## src/rtl/uart_tx.sv

```systemverilog
`timescale 1ns/1ps

module uart_tx #(
    parameter int CLKS_PER_BIT = 16
) (
    input  logic       clk,
    input  logic       reset_n,
    input  logic       tx_req,
    input  logic [7:0] tx_byte,
    output logic       tx_ack,
    output logic       txd
);

    localparam int CNT_W = $clog2(CLKS_PER_BIT);
    localparam logic [CNT_W-1:0] FULL_CNT = CNT_W'(CLKS_PER_BIT - 1);

    typedef enum logic [2:0] {
        TX_IDLE,
        TX_START,
        TX_DATA,
        TX_STOP,
        TX_ACK
    } tx_state_t;

    tx_state_t        state;
    logic [CNT_W-1:0] clk_cnt;
    logic [2:0]       bit_idx;
    logic [7:0]       shift_reg;

    always_ff @(posedge clk or negedge reset_n) begin
        if (!reset_n) begin
            state     <= TX_IDLE;
            clk_cnt   <= '0;
            bit_idx   <= '0;
            shift_reg <= '0;
            tx_ack    <= 1'b0;
            txd       <= 1'b1;
        end else begin
            case (state)
                TX_IDLE: begin
                    clk_cnt <= '0;
                    if (tx_req) begin
                        shift_reg <= tx_byte;
                        txd       <= 1'b0;      // Start bit
                        state     <= TX_START;
                    end
                end
                TX_START: begin
                    if (clk_cnt == FULL_CNT) begin
                        clk_cnt <= '0;
                        bit_idx <= '0;
                        txd     <= shift_reg[0];
                        state   <= TX_DATA;
                    end else begin
                        clk_cnt <= clk_cnt + 1'b1;
                    end
                end
                TX_DATA: begin
                    if (clk_cnt == FULL_CNT) begin
                        clk_cnt <= '0;
                        if (bit_idx == 3'd7) begin
                            txd   <= 1'b1;      // Stop bit
                            state <= TX_STOP;
                        end else begin
                            bit_idx   <= bit_idx + 1'b1;
                            shift_reg <= {1'b0, shift_reg[7:1]};
                            txd       <= shift_reg[1];
                        end
                    end else begin
                        clk_cnt <= clk_cnt + 1'b1;
                    end
                end
                TX_STOP: begin
                    if (clk_cnt == FULL_CNT) begin
                        tx_ack <= 1'b1;
                        state  <= TX_ACK;
                    end else begin
                        clk_cnt <= clk_cnt + 1'b1;
                    end
                end
                TX_ACK: begin
                    // Hold ack until the requester lets go
                    if (!tx_req) begin
                        tx_ack <= 1'b0;
                        state  <= TX_IDLE;
                    end
                end
                default: state <= TX_IDLE;
            endcase
        end
    end

endmodule

```

## config.mk

```make
export PLATFORM = sky130hd
export DESIGN_NAME = uart_tx
export DESIGN_NICKNAME = d
export VERILOG_FILES = /design/src/rtl/uart_tx.sv
export SDC_FILE = /design/constraint.sdc
export NUM_CORES = 1
export LEC_CHECK = 0
export ABC_AREA = 1
export BUFFER_PORTS_ARGS = -buffer_cell sky130_fd_sc_hd__buf_4
export CAP_MARGIN = 20
export CORE_MARGIN = 2
export CORE_UTILIZATION = 53
export CTS_CLUSTER_DIAMETER = 50
export CTS_CLUSTER_SIZE = 20
export DETAILED_ROUTE_END_ITERATION = 12
export PLACE_DENSITY = 0.73
export SLEW_MARGIN = 30
export SYNTH_ARGS = -nofsm -noshare
export SYNTH_HDL_FRONTEND = slang
export SYNTH_SLANG_ARGS = --single-unit
export TNS_END_PERCENT = 20
```

## constraint.sdc

```tcl
create_clock -name clk -period 2.2 [get_ports clk]
set_clock_uncertainty 0.1 [all_clocks]
set_input_delay 0.33 -clock clk [delete_from_list [all_inputs] [get_ports clk]]
set_output_delay 0.33 -clock clk [all_outputs]
set_load 0.05 [all_outputs]
```

==> flow_summary.yaml <==
run_status:
  status: "finished clean"
critical_path:
  cp-startpoint: "bit_idx[0]$_DFFE_PN0P_"
  slowest_delay_ns: 0.41
  critPathMaxFanout: 9
  criticalPathCategory: "reg -> reg"
  worstPathArrival_ns: 1.76
  ff2ff_path_depth: 6
  timing.critical_path.to_type: "register"
  startpoint_type: "register"
  r2r_slack_ns: 0.54
  crit_path_cell_trace: "ha_1, ha_1, a21oi_4, nand2_4, nand2_1, nand2_1"
  r2r-start: "bit_idx[0]$_DFFE_PN0P_"
  critical_path_required_ns: 2.30
  cp_slowest_cell: "dfrtp_1"
  r2r_end: "shift_reg[5]$_DFFE_PN0P_"
  endpoint: "shift_reg[5]$_DFFE_PN0P_"
clock_tree:
  cts_tree: "yes"
  cts_inserted_buffers: 3
  cts.clk_slew.worst_paths_ns: 0.11
  clock-sinks: 20
  post_cts_resized: 0
  htree_levels: 1
  clk_latency_ns: 0.30
  cts_buffer_depth: 2
  cts_root_buf: "clkbuf_4"
routing:
  wl_met3_um: 66
  drt_iter0_drc: 14
  firstDrtPassIters: 4
  routed_wl_um: 2250
  top_layer: "met4"
  vias: 1028
  drt-met1-wl_um: 1060
  via_per_inst: 5.19
  wl_met2_um: 1100
  ant_nets: 0
  drc_errors: 0
  wire_per_inst_um: 11.4
sta:
  hold_viol_final: 0
  setup_ws_ns: 0.537
  fmaxAchievable_mhz: 601
  min_period_over_period: 0.756
  relSlewSlack: 0.779
  period_needed_ns: 1.66
  worstMarginPinSlew_ns: 0.332
  setup_viol: 0
  slew_viol_final: 0
  rsz0062_at_grt: "false"
  fin_setup_tns_ns: 0
yosys:
  syn_nets: 170
  synthMuxAreaShare: 0
  synth.cell_area_um2: 1190
  yosys_warnings: 0
  synth-adder-area-share: 0.0419
  synthCells: 155
  synthXorXnorAreaFrac: 0.00734
  syn_avg_cell_area_um2: 7.70
  ys_seq_area_frac: 0.420
  synth_seq_cells: 20
  synthSimpleGateAreaFrac: 0.407
  ys_types: 25
  synth_compound_gate_area_share: 0.0608
  synth_top_family_by_area: "simple AND/OR/NAND/NOR gates"
final_layout:
  drive_gt1_frac: 0.229
  finalNetCount: 186
  largest_reg_flops: 8
  n_antenna_cell: 0
  stdcell_count: 198
  synthToLayoutAreaGrowth_pct: 12.5
floorplanning:
  rows: 17
  dieArea_um2: 2650
  die_x_um: 51.5
  io_pins: 13
  design.core.area_um2: 2170
  die_y_um: 51.5
  initial_core_util: 0.550
pwr:
  peakVddDrop_v: 0.000621
  p_leak_nw: 0.743
  p_total_mw: 1.62
  power_density_nw_per_um2: 1210
place:
  placed_cells: 193
  post-dp-hpwl_um: 1730
  io_buffer_count: 12
  place_ws_ns: 0.552
  gp_congestion: 0.828
grt:
  antenna_found_initial: 0
  grt_usage: 0.202
  grt_pass1_vias: 914
  overflow: 0
  grt_max_degree: 21
  grt_pass1_wl_um: 3970
run:
  cap_violations: 0
hold_path:
  hold_class: "in -> reg"
  hold_depth: 3
[report_power, final]
| group | leakage [nW] | switching, mW | internal [mW] | total, mW |
|---|---|---|---|---|
| Clock | 0.0210 | 0.109 | 0.101 | 0.210 |
| Combinational | 0.466 | 0.527 | 0.285 | 0.811 |
| Sequential | 0.255 | 0.105 | 0.498 | 0.602 |
[kinds of logic after synthesis]
logic type	after synthesis
buffers and inverters	13
XOR/XNOR	1
AND/OR/NAND/NOR	106
flip-flops	20
AO/OA/AOI/OAI	11
adder cells (fa/ha/maj)	4
[synth_stat cells]
master    number  share of area
nand2_1       68           0.21
dfrtp_1       19           0.40
nand3_1       17          0.071
nor2_1         7          0.022
ha_1           4          0.042
inv_2          4          0.013
o21ai_0        4          0.017
inv_1          3         0.0094
inv_4          3          0.016
nand2_2        3          0.016
nand3_2        3          0.025
o21ai_1        3          0.013
buf_6          2          0.019
nand2_4        2          0.019
nor2_2         2          0.010
nor2_4         2          0.019
a21oi_1        1         0.0042
a21oi_2        1         0.0073
a21oi_4        1          0.014
and3_1         1         0.0052
buf_4          1         0.0063
dfstp_2        1          0.022
nand4_1        1         0.0052
o211ai_1       1         0.0063
xor2_1         1         0.0073
[cell type report]
cell class	count	area, um2
clock buffers	4	36.3
fillers	207	827
inverters	10	45.0
multi-input cells	122	617
flip-flops and latches	20	502
well taps	28	35.0
repair buffers	14	108
[placed cells by master, fill, tap and decap left out, types with 2 or more instances in the layout]
master / Yosys / final
o21ai_1: 3 / 3
clkbuf_4: 0 / 3
inv_4: 3 / 3
nand2_4: 2 / 2
inv_2: 4 / 4
nor2_2: 2 / 2
nor2_4: 2 / 2
nand2_2: 3 / 3
o21ai_0: 4 / 4
nand2_1: 68 / 68
inv_1: 3 / 3
nand3_2: 3 / 3
nand3_1: 17 / 17
nor2_1: 7 / 7
buf_4: 1 / 13
ha_1: 4 / 4
dfrtp_1: 19 / 19
[what timing repair did]
item	4_1_cts	5_1_grt
setup buffers	0	0
endpoints found under the hold margin	19	0
hold buffers	1	0
endpoints found under the setup margin	0	0
[worst max-delay path: cells and delay by family, from the launching register on]
kind / cells / cell delay [ns]
DFF: 1 / 0.41
adders and majority gates: 2 / 0.49
and+or+nand+nor: 3 / 0.26
AOI/OAI and AO/OA: 1 / 0.30
[metal layers]
metal	track usage	vias to the layer above
met1	0.260	486
met2	0.342	14
met3	0.0351	4
li1	-	524
met4	0.0658	0
met5	0	-
[worst min path at each step]
stage	from	endpoint	slack, ns
floorplan	reset_n	bit_idx[0]$_DFFE_PN0P_	-0.07
global placement	reset_n	clk_cnt[0]$_DFFE_PN0P_	0.12
detailed placement	reset_n	clk_cnt[0]$_DFFE_PN0P_	0.13
CTS	tx_req	tx_ack$_DFFE_PN0P_	0.17
global route	tx_req	tx_ack$_DFFE_PN0P_	0.19
finish	tx_req	tx_ack$_DFFE_PN0P_	0.18
[stage by stage]
stage	area (um2)	hold slack [ns]	utilization
6_report	1340	0.176	0.619
5_1_grt	1340	0.189	0.619
4_1_cts	1340	0.170	0.619
3_5_place_dp	1300	0.126	0.597
3_3_place_gp	1300	0.121	0.597
2_1_floorplan	1190	-0.0656	-
Note: power is estimated with default switching activity, not from simulation.
