$ cat config.mk
export PLATFORM = sky130hd
export DESIGN_NAME = uart_rx
export DESIGN_NICKNAME = d
export VERILOG_FILES = /design/src/rtl/uart_rx.sv
export SDC_FILE = /design/constraint.sdc
export NUM_CORES = 1
export LEC_CHECK = 0
export BUFFER_PORTS_ARGS = -buffer_cell sky130_fd_sc_hd__buf_2
export CORE_MARGIN = 5
export CORE_UTILIZATION = 60
export CTS_BUF_LIST = sky130_fd_sc_hd__clkbuf_4 sky130_fd_sc_hd__clkbuf_8
export DETAILED_ROUTE_END_ITERATION = 10
export GPL_TIMING_DRIVEN = 0
export HOLD_SLACK_MARGIN = 0.02
export PLACE_DENSITY = 0.81
export SYNTH_ARGS = -nofsm -noshare
export SYNTH_HDL_FRONTEND = slang
export SYNTH_SLANG_ARGS = --single-unit
$ cat constraint.sdc
create_clock -name clk -period 2.6 [get_ports clk]
set_clock_uncertainty 0.2 [all_clocks]
set_input_delay 0 -clock clk [delete_from_list [all_inputs] [get_ports clk]]
set_output_delay 0 -clock clk [all_outputs]
set_load 0.1 [all_outputs]
$ cat src/rtl/uart_rx.sv
`timescale 1ns/1ps

module uart_rx #(
    parameter int CLKS_PER_BIT = 16
) (
    input  logic       clk,
    input  logic       reset_n,
    input  logic       rxd,
    output logic       rx_valid,
    output logic [7:0] rx_data
);

    localparam int CNT_W = $clog2(CLKS_PER_BIT);
    localparam logic [CNT_W-1:0] HALF_CNT = CNT_W'(CLKS_PER_BIT / 2 - 1);
    localparam logic [CNT_W-1:0] FULL_CNT = CNT_W'(CLKS_PER_BIT - 1);

    typedef enum logic [1:0] {
        RX_IDLE,
        RX_START,
        RX_DATA,
        RX_STOP
    } rx_state_t;

    rx_state_t        state;
    logic [1:0]       rxd_sync;
    logic [CNT_W-1:0] clk_cnt;
    logic [2:0]       bit_idx;
    logic [7:0]       shift_reg;

    wire rxd_s = rxd_sync[1];

    always_ff @(posedge clk or negedge reset_n) begin
        if (!reset_n) begin
            rxd_sync  <= 2'b11;     // Line idles high
            state     <= RX_IDLE;
            clk_cnt   <= '0;
            bit_idx   <= '0;
            shift_reg <= '0;
            rx_valid  <= 1'b0;
            rx_data   <= '0;
        end else begin
            rxd_sync <= {rxd_sync[0], rxd};
            rx_valid <= 1'b0;
            case (state)
                RX_IDLE: begin
                    clk_cnt <= '0;
                    if (!rxd_s)
                        state <= RX_START;
                end
                RX_START: begin
                    if (clk_cnt == HALF_CNT) begin
                        clk_cnt <= '0;
                        bit_idx <= '0;
                        // Glitch shorter than half a bit goes back to idle
                        state   <= rxd_s ? RX_IDLE : RX_DATA;
                    end else begin
                        clk_cnt <= clk_cnt + 1'b1;
                    end
                end
                RX_DATA: begin
                    if (clk_cnt == FULL_CNT) begin
                        clk_cnt   <= '0;
                        shift_reg <= {rxd_s, shift_reg[7:1]};   // LSB first
                        if (bit_idx == 3'd7)
                            state <= RX_STOP;
                        else
                            bit_idx <= bit_idx + 1'b1;
                    end else begin
                        clk_cnt <= clk_cnt + 1'b1;
                    end
                end
                RX_STOP: begin
                    if (clk_cnt == FULL_CNT) begin
                        if (rxd_s) begin    // Bad stop bit drops the byte
                            rx_valid <= 1'b1;
                            rx_data  <= shift_reg;
                        end
                        state <= RX_IDLE;
                    end else begin
                        clk_cnt <= clk_cnt + 1'b1;
                    end
                end
                default: state <= RX_IDLE;
            endcase
        end
    end

endmodule

==> results.py, run 1 <==
metrics = {
    "synthesis": {
        "synthArstFlopShare": 1.00,
        "syn_area_mm2": 0.00124,
        "synth_cells": 96,
        "synth_fa_ha_area_frac": 0.0302,
        "synthesis.nets": 102,
        "synth-compound-area-share": 0.109,
        "synthDistinctLibCells": 34,
        "seq_area_frac_synth": 0.565,
        "synth_top_family_by_area": "multiplexers",
        "ys.flop_type": "dfrtp_1",
        "synthXorXnorAreaFrac": 0,
        "synth_enable_flop_cells": 0,
        "avgSynthCellArea_um2": 13.0,
        "synth-seq-cells": 28,
        "ys_warn_count": 0,
        "synthSimpleGateAreaFrac": 0.117,
        "synthMuxAreaShare": 0.154,
    },
    "layout": {
        "layout.nets": 122,
        "layout_commonest_cell": "dfrtp_1",
        "final_layout_size_suffix_gt1_frac": 0.348,
        "fin_area_mm2": 0.00144,
        "fin_cells": 142,
        "final_cell_mix": "dfrtp_1 (26), mux2_2 (17), buf_2 (13), a31oi_1 (4), nand3_1 (4)",
        "fillerInstances": 147,
        "area_growth_pct": 15.4,
        "antenna_cells": 0,
    },
    "worst_setup_path": {
        "path_class": "flip-flop to flip-flop",
        "crit_fanout": 9,
        "crit_buf_inv": 0,
        "crit_path_max_incr_delay_ps": 560,
        "crit_required_ps": 2630,
        "worstPathCellList": "ha_1 -> nand2_2 -> nor4_4 -> mux2_2",
        "worstSetupEndpointType": "flip-flop",
        "slowest_stage": "nor4_4",
        "cp-start-kind": "flip-flop",
        "cp_top_family": "simple AND/OR/NAND/NOR gates",
        "critical_path_arrival_ps": 2230,
    },
    "sta": {
        "slew_headroom": 0.585,
        "max_freq_ghz": 0.454,
        "setup_viol": 0,
        "post-route-period-util": 0.848,
        "finalHoldViolCount": 0,
        "finalMaxSlewViolations": 0,
        "rsz0062_at_grt": "no",
        "whs_ps": 108,
        "tightest_slew_ps": 618,
        "period_minus_slack_ps": 2200,
        "fin_setup_tns_ps": 0,
    },
    "placement": {
        "place.gp.congestion": 0.844,
        "placed_area_mm2": 0.00133,
        "dpl.cell_count": 134,
        "io_buffers": 11,
        "dp_hpwl_um": 1530,
    },
    "detailed_routing": {
        "routedWlPerCell_um": 16.3,
        "route.detailed.drc": 0,
        "num_vias": 866,
        "first_pass_iters": 4,
        "drt_iter0_markers": 19,
        "ant_nets": 0,
        "wl_um": 2320,
        "vias_per_cell": 6.10,
    },
    "clocking": {
        "clock-sinks": 28,
        "ctsResizeCount": 0,
        "clock_path_buffers": 2,
        "cts_buffers": 3,
        "cts_root_buf": "clkbuf_4",
        "postCtsHoldBufs": 4,
        "clk_latency_ps": 320,
        "clk_pin_slew_ps": 150,
        "cts_tree": "done",
        "cts_max_level": 1,
        "cts_setup_buffers": 0,
    },
    "status": {
        "status": "completed",
    },
    "global_route": {
        "grt_pass1_vias": 889,
        "overflow": 0,
        "grt_max_degree": 27,
        "track_usage": 0.176,
        "grt_pass1_wl_um": 4350,
        "antenna_found_initial": 0,
    },
    "power": {
        "p_per_area_mw_per_mm2": 952,
        "p_leak_nw": 0.700,
        "power_mw": 1.37,
        "ir_worst_vdd_mv": 0.820,
    },
    "die": {
        "dieArea_mm2": 0.00309,
        "placementRows": 16,
        "die-width_um": 55.6,
        "core-area_mm2": 0.00196,
        "pin_count": 12,
        "die_h_um": 55.6,
        "initial_core_util": 0.635,
    },
    "job": {
        "cap_viol_max_count": 0,
    },
    "worst_hold_path": {
        "hold_path.class": "input pin to flip-flop",
    },
}
final timing paths:
path / startpoint / endpoint / slack [ps] / depth (start not counted)
max: clk_cnt[0] / rx_data[6] / 400 / 4
min: rxd / rxd_sync[0] / 110 / 2
max reg2reg: clk_cnt[0] / rx_data[6] / 400 / 4
min reg2reg: rxd_sync[0] / rxd_sync[1] / 170 / 0
max in group asynchronous: reset_n / rx_valid / 1530 / 4
min in group asynchronous: reset_n / clk_cnt[3] / 520 / 4
worst reg2reg max path: stages (launching register included):
cell	delay, ps
dfrtp_1	450
ha_1	320
nand2_2	160
nor4_4	560
mux2_2	410
through the flow:
stage | util | setup WS (ps)
floorplan | - | 686
global placement | 0.680 | 483
detailed placement | 0.680 | 422
CTS | 0.732 | 394
global route | 0.732 | 255
finish | 0.732 | 395
routing by layer:
layer | wire length, um | global-route usage | up-vias
li1 | - | - | 396
met2 | 1130 | 0.279 | 38
met3 | 139 | 0.0326 | 8
met5 | 0 | 0 | -
met4 | 54 | 0.0694 | 0
met1 | 995 | 0.237 | 424
layout make-up:
type                    instances  area (um^2)  area share
flip-flops and latches         28          703       0.490
multi-input cells              60          509       0.355
repair buffers                 15          105      0.0732
well taps                      27         33.8      0.0235
clock inverters                 1         30.0      0.0209
clock buffers                   3         22.5      0.0157
plain buffers                   5         21.3      0.0148
inverters                       3         11.3     0.00784
report_power, final:
group	internal (mW)	switching [mW]	leakage, nW	total, mW
Combinational	0.199	0.313	0.304	0.512
Sequential	0.509	0.0645	0.368	0.573
Clock	0.156	0.125	0.0279	0.281
Total	0.864	0.503	0.700	1.37
logic make-up after synthesis:
| logic type | after synthesis |
|---|---|
| buf+inv | 8 |
| compound gates | 19 |
| mux | 17 |
| fa+ha+maj | 3 |
| simple gates | 21 |
| flops | 28 |
Yosys cell counts (all sizes together), types with 2 or more instances:
master | instances | share of area
inv | 3 | 0.0090
nor2 | 2 | 0.0060
nor4 | 2 | 0.022
a21boi | 2 | 0.012
o21ai | 2 | 0.0080
ha | 3 | 0.030
a22o | 2 | 0.014
dfrtp | 26 | 0.52
nand3 | 4 | 0.016
mux2 | 17 | 0.15
a31oi | 4 | 0.020
or3 | 2 | 0.010
clkbuf | 3 | 0.0090
dfstp | 2 | 0.042
buf | 2 | 0.0080
nand2 | 3 | 0.011
o211ai | 2 | 0.012
Note: power is estimated with default switching activity, not from simulation.
==> inputs of run 2 (changes only) <==
clock period = 2.3 ns   (was 2.6 ns; I/O delays follow)
==> run 2 against run 1 <==
Net effect:
- clock-buffer cell count stayed put
- setup slack worse by 200 ps
- design area is 0.96% higher
- largest power group unchanged
- highest routed layer unchanged
- fmax is 4.7% higher
- non-clock buffer count is 1 higher
==> results.py, run 2 (synthesis gave the netlist of run 1 again) <==
metrics = {
    "sta": {
        "setup_viol": 0,
        "finalHoldViolCount": 0,
        "fin_setup_tns_ps": 0,
        "finalMaxSlewViolations": 0,
        "post-route-period-util": 0.916,
        "period_minus_slack_ps": 2110,
        "slew_headroom": 0.665,
        "rsz0062_at_grt": "no",
        "max_freq_ghz": 0.475,
        "whs_ps": 100,
        "worst_slack_ps": 194,
        "tightest_slew_ps": 497,
    },
    "die": {
        "initial_core_util": 0.635,
        "die_h_um": 55.6,
        "die-width_um": 55.6,
        "pin_count": 12,
        "placementRows": 16,
        "dieArea_mm2": 0.00309,
        "core-area_mm2": 0.00196,
    },
    "layout": {
        "finish.utilization": 0.739,
        "layout_commonest_cell": "dfrtp_1",
        "fin_cells": 143,
        "final_layout_size_suffix_gt1_frac": 0.353,
        "antenna_cells": 0,
        "layout.nets": 123,
        "area_growth_pct": 16.5,
        "fin_area_mm2": 0.00145,
        "final_cell_mix": "dfrtp_1 (26), mux2_2 (17), buf_2 (13), a31oi_1 (4), nand3_1 (4)",
    },
    "power": {
        "power_mw": 1.57,
        "p_per_area_mw_per_mm2": 1090,
        "p_leak_nw": 0.714,
        "ir_worst_vdd_mv": 0.932,
    },
    "global_route": {
        "overflow": 0,
        "grt_max_degree": 27,
        "antenna_found_initial": 0,
        "grt_pass1_wl_um": 4350,
        "grt_pass1_vias": 889,
        "track_usage": 0.176,
    },
    "clocking": {
        "cts_max_level": 1,
        "cts_root_buf": "clkbuf_4",
        "cts_tree": "done",
        "clk_latency_ps": 330,
        "cts_buffers": 3,
        "clock-sinks": 28,
        "clock_path_buffers": 2,
        "clk_pin_slew_ps": 160,
    },
    "worst_setup_path": {
        "critical_path_arrival_ps": 2130,
        "worstSetupEndpointType": "flip-flop",
        "path_class": "flip-flop to flip-flop",
        "crit_path_max_incr_delay_ps": 470,
        "slowest_stage": "dfrtp_1",
        "crit_fanout": 9,
        "crit_required_ps": 2330,
        "worstPathCellList": "ha_1 -> nand2_2 -> nor4_4 -> buf_4 -> mux2_2",
        "cp-start-kind": "flip-flop",
    },
    "placement": {
        "placed_area_mm2": 0.00133,
        "preCtsSetupSlack_ps": 122,
        "dp_hpwl_um": 1530,
        "place.gp.congestion": 0.844,
        "dpl.cell_count": 134,
        "io_buffers": 11,
    },
    "detailed_routing": {
        "route.detailed.drc": 0,
        "routedWlPerCell_um": 17.0,
        "drt_iter0_markers": 22,
        "wl_um": 2440,
        "num_vias": 863,
        "vias_per_cell": 6.03,
        "ant_nets": 0,
        "first_pass_iters": 4,
    },
    "job": {
        "cap_viol_max_count": 0,
    },
    "worst_hold_path": {
        "hold_path.class": "input pin to flip-flop",
    },
    "status": {
        "status": "completed",
    },
}
==> run 2: changes by cell type in the layout (fill, tap and decap cells not counted) <==
cell and change:
buf_4 +1, nor3_4 +1, nor3_2 -1
==> run 2: per-layer routing <==
metal	share of wire	GRT usage
met5	0	0
met4	0.018	0.0694
met3	0.041	0.0326
met2	0.48	0.279
met1	0.46	0.237
==> run 2: area by class of cell <==
cell class              instances  area [um^2]
plain buffers                   5         21.3
flip-flops and latches         28          703
clock inverters                 1         30.0
well taps                      27         33.8
inverters                       3         11.3
multi-input cells              60          515
clock buffers                   3         22.5
repair buffers                 16          113
fillers                       145          512
==> run 2: path summary, 6_finish.rpt <==
kind / start / endpoint / slack, ps / depth (start not counted)
min: rxd / rxd_sync[0] / 100 / 2
min in group asynchronous: reset_n / rxd_sync[1] / 510 / 3
min reg2reg: rxd_sync[0] / rxd_sync[1] / 170 / 0
max reg2reg: clk_cnt[0] / rx_data[4] / 190 / 5
max in group asynchronous: reset_n / rx_data[2] / 1230 / 4
max: clk_cnt[0] / rx_data[4] / 190 / 5
==> run 2: critical path, delay by kind of cell, from the launching register on <==
kind / cells / cell delay (ps)
adder cells (fa/ha/maj): 1 / 330
buffers and inverters: 1 / 210
flip-flops: 1 / 470
multiplexers: 1 / 340
AND/OR/NAND/NOR: 2 / 450
==> run 2: power breakdown <==
part	internal, mW	switching, mW
registers	0.575	0.0777
logic	0.227	0.370
clock network	0.176	0.147
total	0.979	0.595
==> run 2: timing repair <==
item | CTS | global route
hold buffers | 4 | 0
endpoints found under the setup margin | 0 | 13
gates resized for setup | 0 | 1
buffers inserted | 0 | 1
hold endpoints to repair | 29 | 0
==> inputs of run 3 (changes only) <==
CORE_MARGIN = default   (was 5)
==> run 3 against run 2 <==
Net effect:
- critical path depth fell by 1
- final cell count rose by 0.70%
- setup slack improved by 59 ps
- hold slack got worse by 3.4 ps
- largest cell class unchanged
- highest routed layer unchanged
==> results.py, run 3 (synthesis gave the netlist of run 1 again) <==
metrics = {
    "layout": {
        "final_layout_size_suffix_gt1_frac": 0.342,
        "final_cell_mix": "dfrtp_1 (26), mux2_2 (17), buf_2 (13)",
        "layout.nets": 124,
        "fin_area_mm2": 0.00145,
        "layout_commonest_cell": "dfrtp_1",
        "antenna_cells": 0,
        "area_growth_pct": 16.7,
    },
    "die": {
        "pin_count": 12,
        "placementRows": 16,
        "initial_core_util": 0.635,
        "dieArea_mm2": 0.00226,
        "core-area_mm2": 0.00196,
        "die-width_um": 47.6,
        "die_h_um": 47.6,
    },
    "power": {
        "ir_worst_vdd_mv": 0.916,
        "p_per_area_mw_per_mm2": 1060,
        "p_leak_nw": 0.722,
    },
    "clocking": {
        "cts_tree": "done",
        "clk_pin_slew_ps": 150,
        "clock_path_buffers": 2,
        "cts_buffers": 3,
        "clk_latency_ps": 330,
        "cts_max_level": 1,
        "cts_root_buf": "clkbuf_4",
        "clock-sinks": 28,
    },
    "global_route": {
        "grt_max_degree": 19,
        "antenna_found_initial": 0,
        "grt_pass1_vias": 817,
        "overflow": 0,
        "grt_pass1_wl_um": 3420,
        "track_usage": 0.221,
    },
    "worst_setup_path": {
        "path_class": "flip-flop to flip-flop",
        "crit_required_ps": 2330,
        "worstSetupEndpointType": "flip-flop",
        "critical_path_arrival_ps": 2070,
        "cp-start-kind": "flip-flop",
        "crit_fanout": 8,
    },
    "sta": {
        "fin_setup_tns_ps": 0,
        "finalMaxSlewViolations": 0,
        "post-route-period-util": 0.890,
        "setup_viol": 0,
        "period_minus_slack_ps": 2050,
        "rsz0062_at_grt": "no",
        "max_freq_ghz": 0.488,
        "slew_headroom": 0.466,
        "finalHoldViolCount": 0,
        "tightest_slew_ps": 801,
    },
    "placement": {
        "dp_hpwl_um": 1410,
        "io_buffers": 11,
        "placed_area_mm2": 0.00133,
        "place.gp.congestion": 0.773,
    },
    "job": {
        "cap_viol_max_count": 0,
    },
    "status": {
        "status": "completed",
    },
    "detailed_routing": {
        "ant_nets": 0,
        "first_pass_iters": 4,
        "vias_per_cell": 5.85,
        "route.detailed.drc": 0,
        "wl_um": 2120,
        "num_vias": 842,
        "drt_iter0_markers": 27,
        "routedWlPerCell_um": 14.7,
    },
    "worst_hold_path": {
        "hold_path.class": "input pin to flip-flop",
    },
}
[run 3: cell count changes in the layout (fill, tap and decap cells not counted)]
cell,previous run,this run
buf_12,1,0
dlygate4sd3_1,3,4
dlymetal6s4s_1,0,1
[run 3: path summary, 6_finish.rpt]
| kind | start | end | slack [ps] | cells after the start |
|---|---|---|---|---|
| max reg2reg | clk_cnt[0] | shift_reg[5] | 250 | 4 |
| max | clk_cnt[0] | shift_reg[5] | 250 | 4 |
| min reg2reg | rxd_sync[0] | rxd_sync[1] | 170 | 0 |
| min in group asynchronous | reset_n | rxd_sync[0] | 530 | 3 |
| min | rxd | rxd_sync[0] | 100 | 2 |
| max in group asynchronous | reset_n | shift_reg[3] | 520 | 4 |
[run 3: layout make-up]
type | count | area, um^2
fillers | 151 | 509
clock inverters | 1 | 30.0
well taps | 27 | 33.8
multi-input cells | 60 | 515
repair buffers | 17 | 115
flip-flops and latches | 28 | 703
plain buffers | 5 | 21.3
clock buffers | 3 | 22.5
inverters | 3 | 11.3
[run 3: report_power, final]
part,leakage [nW],total [mW],switching [mW],internal [mW]
Combinational,0.326,0.576,0.350,0.226
Sequential,0.368,0.644,0.0684,0.575
Clock,0.0279,0.319,0.143,0.176
Total,0.722,1.54,0.561,0.978
[run 3: metrics by stage]
| stage | setup WS (ps) | power (mW) | instances | utilization | hold WS, ps |
|---|---|---|---|---|---|
| 2_1_floorplan | 386 | 1.08 | 96 | - | -496 |
| 3_3_place_gp | 161 | 1.17 | 134 | 0.680 | -162 |
| 3_5_place_dp | 112 | 1.20 | 134 | 0.680 | -162 |
| 4_1_cts | 89.7 | 1.53 | 143 | 0.732 | 94.0 |
| 5_1_grt | 142 | 1.64 | 144 | 0.740 | 86.6 |
| 6_report | 253 | 1.54 | 144 | 0.740 | 97.0 |
[run 3: timing repair]
item                                    4_1_cts  5_1_grt
endpoints found under the hold margin        29        0
endpoints found under the setup margin        0       34
buffers inserted                              0        1
hold buffers                                  5        0
resized for setup                             0        2
[run 3: critical path: stages (launching register included)]
cell and delay (ps):
dfrtp_1 450, ha_1 330, nand2_2 180, nor3_4 410, mux2_2 390
[run 3: metal layers]
layer / vias up / GRT usage / part of all wire
met4: 0 / 0.111 / 0.019
met3: 4 / 0.0528 / 0.055
met1: 416 / 0.288 / 0.45
met2: 23 / 0.345 / 0.47
li1: 399 / - / -
met5: - / 0 / 0
