$ cat src/rtl/uart_bridge_pkg.sv
package uart_bridge_pkg;

    // One host frame, command byte then data byte
    typedef struct packed {
        logic [7:0] cmd;
        logic [7:0] data;
    } cmd_frame_t;

    // Memory-controller command channel
    typedef struct packed {
        logic        en;        // One-cycle strobe
        logic        rw;        // 1 = read
        logic [29:0] byte_addr;
    } mem_cmd_t;

    // Write-data channel into the holding register
    typedef struct packed {
        logic        en;
        logic [3:0]  mask;      // 1 = byte is written
        logic [31:0] data;
    } mem_wr_t;

    // Return a byte of the debug register
    localparam logic [7:0] OP_RD_BYTE0  = 8'h10;
    localparam logic [7:0] OP_RD_BYTE1  = 8'h11;
    localparam logic [7:0] OP_RD_BYTE2  = 8'h12;
    localparam logic [7:0] OP_RD_BYTE3  = 8'h13;

    // Byte address, byte at a time
    localparam logic [7:0] OP_ADDR0     = 8'h20;
    localparam logic [7:0] OP_ADDR1     = 8'h21;
    localparam logic [7:0] OP_ADDR2     = 8'h22;
    localparam logic [7:0] OP_ADDR3     = 8'h23;

    // Write data, byte at a time
    localparam logic [7:0] OP_WDATA0    = 8'h24;
    localparam logic [7:0] OP_WDATA1    = 8'h25;
    localparam logic [7:0] OP_WDATA2    = 8'h26;
    localparam logic [7:0] OP_WDATA3    = 8'h27;

    localparam logic [7:0] OP_MASK      = 8'h31;
    localparam logic [7:0] OP_MEM_READ  = 8'h50;
    localparam logic [7:0] OP_MEM_WRITE = 8'h51;

    localparam int CLKS_PER_BIT_DEFAULT = 16;

endpackage

$ cat src/rtl/bridge_ctrl.sv
`timescale 1ns/1ps

module bridge_ctrl import uart_bridge_pkg::*; (
    input  logic        clk,
    input  logic        reset_n,
    input  logic        frame_valid,
    input  cmd_frame_t  frame,
    output logic        tx_req,
    output logic [7:0]  tx_byte,
    input  logic        tx_ack,
    output mem_cmd_t    mem_cmd,
    output mem_wr_t     mem_wr,
    input  logic [31:0] rd_data,
    input  logic        rd_empty,
    output logic        rd_en
);

    typedef enum logic [3:0] {
        S_IDLE,
        S_WR_STROBE,
        S_WR_GAP,
        S_WR_CMD,
        S_RD_CMD,
        S_RD_WAIT,
        S_RD_POP,
        S_TX_WAIT,
        S_TX_DONE
    } ctrl_state_t;

    ctrl_state_t state;
    logic [31:0] debug_data;

    always_ff @(posedge clk or negedge reset_n) begin
        if (!reset_n) begin
            state      <= S_IDLE;
            mem_cmd    <= '0;
            mem_wr     <= '0;
            rd_en      <= 1'b0;
            tx_req     <= 1'b0;
            tx_byte    <= '0;
            debug_data <= '0;
        end else begin
            case (state)
                S_IDLE: begin
                    if (frame_valid) begin
                        case (frame.cmd)
                            OP_ADDR0:  mem_cmd.byte_addr[7:0]   <= frame.data;
                            OP_ADDR1:  mem_cmd.byte_addr[15:8]  <= frame.data;
                            OP_ADDR2:  mem_cmd.byte_addr[23:16] <= frame.data;
                            OP_ADDR3:  mem_cmd.byte_addr[29:24] <= frame.data[5:0];
                            OP_WDATA0: mem_wr.data[7:0]   <= frame.data;
                            OP_WDATA1: mem_wr.data[15:8]  <= frame.data;
                            OP_WDATA2: mem_wr.data[23:16] <= frame.data;
                            OP_WDATA3: mem_wr.data[31:24] <= frame.data;
                            OP_MASK:   mem_wr.mask <= frame.data[3:0];
                            OP_MEM_WRITE: begin
                                mem_wr.en <= 1'b1;
                                state     <= S_WR_STROBE;
                            end
                            OP_MEM_READ: begin
                                mem_cmd.en <= 1'b1;
                                mem_cmd.rw <= 1'b1;
                                state      <= S_RD_CMD;
                            end
                            OP_RD_BYTE0, OP_RD_BYTE1, OP_RD_BYTE2, OP_RD_BYTE3: begin
                                tx_byte <= debug_data[8*frame.cmd[1:0] +: 8];
                                tx_req  <= 1'b1;
                                state   <= S_TX_WAIT;
                            end
                            default: ;      // Burst length and unknowns do nothing
                        endcase
                    end
                end
                S_WR_STROBE: begin
                    mem_wr.en <= 1'b0;
                    state     <= S_WR_GAP;
                end
                S_WR_GAP: begin             // Idle cycle between data and command
                    mem_cmd.en <= 1'b1;
                    mem_cmd.rw <= 1'b0;
                    state      <= S_WR_CMD;
                end
                S_WR_CMD: begin
                    mem_cmd.en <= 1'b0;
                    state      <= S_IDLE;
                end
                S_RD_CMD: begin
                    mem_cmd.en <= 1'b0;
                    state      <= S_RD_WAIT;
                end
                S_RD_WAIT: begin
                    if (!rd_empty) begin
                        rd_en      <= 1'b1;
                        debug_data <= rd_data;
                        state      <= S_RD_POP;
                    end
                end
                S_RD_POP: begin
                    rd_en <= 1'b0;
                    state <= S_IDLE;
                end
                S_TX_WAIT: begin
                    if (tx_ack) begin
                        tx_req <= 1'b0;
                        state  <= S_TX_DONE;
                    end
                end
                S_TX_DONE: begin
                    // Wait for ack to drop before taking frames again
                    if (!tx_ack)
                        state <= S_IDLE;
                end
                default: state <= S_IDLE;
            endcase
        end
    end

endmodule

$ cat config.mk
export PLATFORM = sky130hd
export DESIGN_NAME = bridge_ctrl
export DESIGN_NICKNAME = d
export VERILOG_FILES = /design/src/rtl/uart_bridge_pkg.sv /design/src/rtl/bridge_ctrl.sv
export SDC_FILE = /design/constraint.sdc
export NUM_CORES = 1
export LEC_CHECK = 0
export BUFFER_PORTS_ARGS = -buffer_cell sky130_fd_sc_hd__buf_2
export CORE_MARGIN = 8
export CORE_UTILIZATION = 55
export DETAILED_ROUTE_END_ITERATION = 8
export PLACE_DENSITY = 0.86
export SYNTH_ARGS = -nofsm -noshare
export SYNTH_HDL_FRONTEND = slang
export SYNTH_SLANG_ARGS = --single-unit
$ cat constraint.sdc
create_clock -name clk -period 5.4 [get_ports clk]
set_input_delay 0.27 -clock clk [delete_from_list [all_inputs] [get_ports clk]]
set_output_delay 0.27 -clock clk [all_outputs]
set_load 0.02 [all_outputs]
==> metrics.txt, run 1 <==
CP max stage cell=sky130_fd_sc_hd__nor3_1; largest buffer count on any clock path=2; clock share of power=0.441; cell count of the worst reg-to-reg path=3; number of synthesized register bits=115; Logic pwr share=0.151; number of port buffers=131; CTS clock-pin slew for the worst setup and hold paths=0.06 ns; startpoint-to-endpoint class of the critical path=flop to flop; area of the mapped netlist=4860 um^2; Post-Synthesis Mean Instance Area=15.0 um^2; worst-path fanout max=18; DRC marker count from the first detailed-route iteration=212; number of antenna violations at the first check in global routing=0; Tot GR Track Use=0.222; final count of negative-setup-slack endpoints=0; area enclosed by the die boundary=12,100 um^2; Period Utilization, post-route=0.515; antenna violation net count after detailed routing=0; reported net switching power=0.657 mW; number of search-and-repair iterations in the first detailed-routing pass=4; Worst Setup Slack post-DPL=2.64 ns; net count after synthesis=377; largest net degree at the start of global routing=74; Worst slew margin=0.285; area share of the largest cell type after synthesis=0.592; final worst clock skew=0.00934 ns; most frequent cells in the layout=130 x sky130_fd_sc_hd__buf_2, 115 x sky130_fd_sc_hd__dfrtp_1, 102 x sky130_fd_sc_hd__mux2_2; post-detailed-placement half-perimeter wirelength=8.22 mm; top cell type by total area after synthesis=sky130_fd_sc_hd__dfrtp_1; CTS Root Buffer Type=sky130_fd_sc_hd__clkbuf_8; RD Place Congestion=0.902; Maximum Capacitance Violations=0; global-route wire length before repair=20.1 mm; clock latency reported for the late side of the worst-skew pair=0.51 ns; top cells by area in the synthesized netlist=sky130_fd_sc_hd__dfrtp_1 59%, sky130_fd_sc_hd__mux2_2 24%, sky130_fd_sc_hd__mux4_2 3.7%, sky130_fd_sc_hd__mux2_1 0.93%, sky130_fd_sc_hd__nand4_1 0.90%; Post-Place Cell Area=5580 um^2; count of endpoints failing hold in the final timing report=0; Setup crit end kind=flop; final layout net count=543; most instantiated flip-flop cell in the synthesis netlist=sky130_fd_sc_hd__dfrtp_1; Leak=3.39 nW; time the final worst path needs with I/O delays and setup=2.78 ns; WL final=12.6 mm; number of remaining DRC errors=0; result of the run=completed; cell count after synthesis=324; Sw Ratio=0.252; delay of the slowest cell on the worst path=0.86 ns; Layout area overhead=33.9%; cells along the critical path=nor3_1, nand4_1, mux2_2; Startpoint Class=flop; floorplan die height=110 um; pwr/cell area=400 nW/um^2; setup repair after global routing missed its margin=no; number of synthesized flops with an enable pin=0; number of library cell types mapped by synthesis=45; buffers inserted by post-CTS timing repair=0; CTS tree=built; number of max-slew violations in the final report=0; relative contribution of sequential cells to total power=0.408; count of antenna diodes in the layout=0; Max Freq=359 MHz; total clock sinks=115; Setup Total Neg Slack=0 ns; post-route standard cell area excluding fillers=6510 um^2; number of primary I/O pins=132; core region area=8640 um^2; initial core utilization=0.563; number of vias in the routed layout=3,480; Min-Delay Path Depth=2; reg2reg setup slack=2.62 ns; H-tree level count=4; critical path arrival=3.17 ns; Power Internal=1.95 mW; worst slew pin tran=1.07 ns; leading cell type in the layout, fill and taps excluded=sky130_fd_sc_hd__buf_2; worst min path class=input pin to flop; post-synthesis sequential area ratio=0.592; fin worst setup slack=2.62 ns; required time of the critical path=5.79 ns; global route total overflow=0; # rows=34; Die Width=110 um; Max rail drop VDD=0.313 mV; via count of the first global-routing pass=3,758; Avg Vias per Cell=5.70; routed wirelength normalized by instance count=20.7 um; share of cells above drive strength 1=0.553; share of flip-flops with an asynchronous set or reset=1.00; Inserted Clock Buffers=17; Warnings, synthesis=0
[path summary, 6_finish.rpt]
path	from	endpoint
min in group asynchronous	reset_n	tx_byte[5]
min	rd_data[11]	debug_data[11]
min reg2reg	mem_wr[35]	mem_wr[35]
max in group asynchronous	reset_n	mem_wr[24]
max	state[1]	mem_wr[10]
max reg2reg	state[1]	mem_wr[10]
[Yosys cell counts, drive strengths merged, types with 2 or more instances]
| cell type | n |
|---|---|
| a21oi | 4 |
| and4b | 2 |
| buf | 11 |
| clkbuf | 7 |
| dfrtp | 115 |
| inv | 2 |
| mux2 | 106 |
| mux4 | 8 |
| nand2 | 5 |
| nand2b | 4 |
| nand3 | 3 |
| nand4 | 7 |
| nor2 | 6 |
| nor3 | 5 |
| nor3b | 4 |
| nor4 | 4 |
| nor4b | 2 |
| nor4bb | 2 |
| o21ai | 7 |
| o31ai | 2 |
[repair_timing]
item                      in CTS  in global routing
resized for setup              0                  0
hold buffers                  32                  0
hold endpoints to repair      73                  0
[final cells by class]
type	instances	area, um^2
tap	108	135
clock inverter	10	155
timing repair buffer	165	993
multi-input combinational	189	1890
sequential	115	2880
clock buffer	22	453
inverter	2	7.51
fill	536	2120
[flip-flops by register name, summed over array words and instances (netlist names)]
signal	flops
mem_cmd	32
tx_byte	8
rd_en	1
state	4
tx_req	1
debug_data	32
mem_wr	37
[stage by stage]
stage	total power, mW	hold WS, ns	instances	utilization
after global routing	2.72	0.00304	611	0.754
after detailed placement	1.45	0.293	547	0.647
after global placement	1.42	0.284	547	0.647
final	2.61	0.0395	611	0.754
after floorplan	1.31	-0.0256	324	-
after CTS	2.62	0.0106	611	0.754
[power by group through the flow]
| stage | Combinational [mW] | Clock [mW] | Sequential (mW) |
|---|---|---|---|
| 2_1_floorplan | 0.205 | 0 | 1.10 |
| 3_3_place_gp | 0.360 | 0 | 1.06 |
| 3_5_place_dp | 0.373 | 0 | 1.07 |
| 4_1_cts | 0.393 | 1.16 | 1.06 |
| 5_1_grt | 0.428 | 1.21 | 1.08 |
| 6_report | 0.393 | 1.15 | 1.06 |
[worst max-delay path: cells and delay by family, from the launching register on]
kind             cells  cell delay (ns)
muxes                1             0.50
and+or+nand+nor      2             1.60
DFF                  1             0.55
[cells by family (layout without fill, tap and decap cells)]
| logic type | after synthesis | in the layout | synth area share |
|---|---|---|---|
| AOI/OAI and AO/OA | 23 | 23 | 0.0314 |
| muxes | 115 | 115 | 0.285 |
| and+or+nand+nor | 51 | 51 | 0.0718 |
| DFF | 115 | 115 | 0.592 |
| buffers and inverters | 20 | 199 | 0.0203 |
[metal layers]
metal | wire [um] | GRT usage | up-vias
met3 | 841 | 0.0744 | 27
li1 | - | - | 1546
met2 | 6580 | 0.358 | 132
met1 | 4870 | 0.264 | 1775
met4 | 361 | 0.103 | 0
met5 | 0 | 0 | -
Note: power is estimated with default switching activity, not from simulation.
==> run 2: changes to the inputs <==
--- a/config.mk
+++ b/config.mk
@@ -7,9 +7,9 @@
 export LEC_CHECK = 0
 export BUFFER_PORTS_ARGS = -buffer_cell sky130_fd_sc_hd__buf_2
 export CORE_MARGIN = 8
-export CORE_UTILIZATION = 55
+export CORE_UTILIZATION = 47
 export DETAILED_ROUTE_END_ITERATION = 8
-export PLACE_DENSITY = 0.86
+export PLACE_DENSITY = 0.79
 export SYNTH_ARGS = -nofsm -noshare
 export SYNTH_HDL_FRONTEND = slang
 export SYNTH_SLANG_ARGS = --single-unit
==> constraint.sdc (replaced) <==
create_clock -name clk -period 2.4 [get_ports clk]
set_input_delay 0.12 -clock clk [delete_from_list [all_inputs] [get_ports clk]]
set_output_delay 0.12 -clock clk [all_outputs]
set_load 0.02 [all_outputs]
==> run 2 against run 1 <==
Against the previous run:
- worst setup slack got worse by 2.4 ns
- sequential share of layout area fell by 1.0 points
- utilization fell by 10 points
- cell area rose by 2.3%
- register-to-register slack got worse by 2.4 ns
- non-clock buffer count rose by 19
- clock skew fell by 0.0019 ns
- first-iteration DRC count fell by 24%
- critical endpoint is now tx_byte[3]
- largest cell class unchanged
- largest power group is now sequential cells
- highest routed layer unchanged
==> metrics.txt, run 2 (synthesized netlist as in run 1, its figures left out) <==
worst min path class=input pin to flop (unchanged); Tot GR Track Use=0.189 (was 0.222); most frequent cells in the layout=130 x sky130_fd_sc_hd__buf_2, 115 x sky130_fd_sc_hd__dfrtp_1, 102 x sky130_fd_sc_hd__mux2_2 (unchanged); number of remaining DRC errors=0 (unchanged); Layout area overhead=37.1% (was 33.9%); met2 Use GR=0.321 (was 0.358); DRC marker count from the first detailed-route iteration=161 (was 212); relative contribution of sequential cells to total power=0.427 (was 0.408); pwr/cell area=839 nW/um^2 (was 400 nW/um^2); antenna violation net count after detailed routing=0 (unchanged); Setup crit end kind=flop (unchanged); Startpoint Class=flop (unchanged); number of vias in the routed layout=3,436 (was 3,480); number of search-and-repair iterations in the first detailed-routing pass=4 (unchanged); share of cells above drive strength 1=0.541 (was 0.553); endpoint of the worst hold path=mem_cmd[30] (was debug_data[11]); worst slew pin tran=0.702 ns (was 1.07 ns); end of the worst register-to-register path=tx_byte[3] (was mem_wr[10]); reg2reg start=state[2] (was state[1]); flip-flop and latch area=2880 um^2 (unchanged); GR met1 Demand/Resource=0.220 (was 0.264); Global Route met3 Usage=0.0489 (was 0.0744); Sw Ratio=0.257 (was 0.252); Die Width=118 um (was 110 um); largest buffer count on any clock path=2 (unchanged); post-route standard cell area excluding fillers=6670 um^2 (was 6510 um^2); core region area=10,200 um^2 (was 8640 um^2); Maximum Capacitance Violations=0 (unchanged); result of the run=completed (unchanged); reported net switching power=1.44 mW (was 0.657 mW); Leak=3.46 nW (was 3.39 nW); via count of the first global-routing pass=3,688 (was 3,758); H-tree level count=4 (unchanged); Period Utilization, post-route=0.914 (was 0.515); Power Internal=4.15 mW (was 1.95 mW); largest net degree at the start of global routing=63 (was 74); routed wirelength normalized by instance count=19.3 um (was 20.7 um); reg2reg setup slack=0.21 ns (was 2.62 ns); hold path startpoint=frame[14] (was rd_data[11]); WL final=12.7 mm (was 12.6 mm); time the final worst path needs with I/O delays and setup=2.19 ns (was 2.78 ns); clock latency reported for the late side of the worst-skew pair=0.50 ns (was 0.51 ns); CTS clock-pin slew for the worst setup and hold paths=0.05 ns (was 0.06 ns); Largest Register=mem_wr (unchanged); worst-path fanout max=15 (was 18); Max rail drop VDD=0.542 mV (was 0.313 mV); fill count=793 (was 536); final worst clock skew=0.00748 ns (was 0.00934 ns); setup repair after global routing missed its margin=no (unchanged); cell count of the worst reg-to-reg path=3 (unchanged); Worst Setup Slack post-DPL=0.209 ns (was 2.64 ns); global route total overflow=0 (unchanged); count of endpoints failing hold in the final timing report=0 (unchanged); clock share of power=0.407 (was 0.441); # rows=37 (was 34); critical path arrival=2.57 ns (was 3.17 ns); CTS Root Buffer Type=sky130_fd_sc_hd__clkbuf_8 (unchanged); Min Hold Slack=0.0374 ns (was 0.0395 ns); final layout net count=562 (was 543); total power=5.59 mW (was 2.61 mW); Avg Vias per Cell=5.22 (was 5.70); number of antenna violations at the first check in global routing=1 (was 0); leading cell type in the layout, fill and taps excluded=sky130_fd_sc_hd__buf_2 (unchanged); number of flip-flops in the largest register=37 (unchanged); startpoint-to-endpoint class of the critical path=flop to flop (unchanged); footprint of the multi-input gates=1890 um^2 (unchanged); number of max-slew violations in the final report=0 (unchanged); Inserted Clock Buffers=17 (unchanged); RD Place Congestion=0.879 (was 0.902); number of port buffers=131 (unchanged); Min-Delay Path Depth=3 (was 2); total clock sinks=115 (unchanged); Post-Place Cell Area=5680 um^2 (was 5580 um^2); Setup Total Neg Slack=0 ns (unchanged); non-filler instance count after layout=658 (was 611); number of primary I/O pins=132 (unchanged); Placed Cells=582 (was 547); area enclosed by the die boundary=13,900 um^2 (was 12,100 um^2); CTS tree=built (unchanged); post-detailed-placement half-perimeter wirelength=8.48 mm (was 8.22 mm); final count of negative-setup-slack endpoints=0 (unchanged); most used routing layer in global routing=met2 (unchanged); global-route wire length before repair=20.6 mm (was 20.1 mm); required time of the critical path=2.78 ns (was 5.79 ns); fin worst setup slack=0.206 ns (was 2.62 ns); Worst slew margin=0.532 (was 0.285); Final Util=0.654 (was 0.754); Max Freq=456 MHz (was 359 MHz); registers with the most flip-flops=mem_wr: 37 flops, debug_data: 32 flops, mem_cmd: 32 flops (unchanged); initial core utilization=0.477 (was 0.563); Logic pwr share=0.166 (was 0.151); floorplan die height=118 um (was 110 um)
-- run 2: worst max-delay path by stage --
stage / cells after the start / startpoint / endpoint
after floorplan: 4 / state[3] / tx_byte[0]
after global placement: 3 / state[2] / tx_byte[1]
after detailed placement: 3 / state[2] / tx_byte[3]
after CTS: 3 / state[2] / tx_byte[4]
after global routing: 3 / state[2] / tx_byte[3]
final: 3 / state[2] / tx_byte[3]
-- run 2: cell type report --
class | count | area share
clock inverter | 5 | 0.00751
antenna | 1 | 0.000375
sequential | 115 | 0.432
multi-input combinational | 189 | 0.284
clock buffer | 26 | 0.0732
tap | 136 | 0.0255
timing repair buffer | 184 | 0.177
inverter | 2 | 0.00113
-- run 2: routing by layer --
layer	part of all wire	up-vias	wire length, um
li1	-	1591	-
met1	0.41	1736	5200
met2	0.52	84	6660
met3	0.036	25	454
met4	0.032	0	405
met5	0	-	0
-- run 2: power groups by stage --
| stage | clock [mW] | sequential [mW] | combinational [mW] |
|---|---|---|---|
| after floorplan | 0 | 2.48 | 0.461 |
| after global placement | 0 | 2.38 | 0.835 |
| after detailed placement | 0 | 2.40 | 0.867 |
| after CTS | 2.30 | 2.37 | 0.925 |
| after global routing | 2.40 | 2.42 | 1.01 |
| final | 2.28 | 2.39 | 0.926 |
-- run 2: worst max-delay path, stage by stage, from the launching register on --
cell                      delay, ns
sky130_fd_sc_hd__dfrtp_1       0.53
sky130_fd_sc_hd__or4_4         0.62
sky130_fd_sc_hd__nor3b_4       0.51
sky130_fd_sc_hd__mux2_2        0.42
-- run 2: repair_timing --
item                      CTS  global route
hold buffers               44             0
setup buffers               0             0
hold endpoints to repair  146             0
resized for setup           0             0
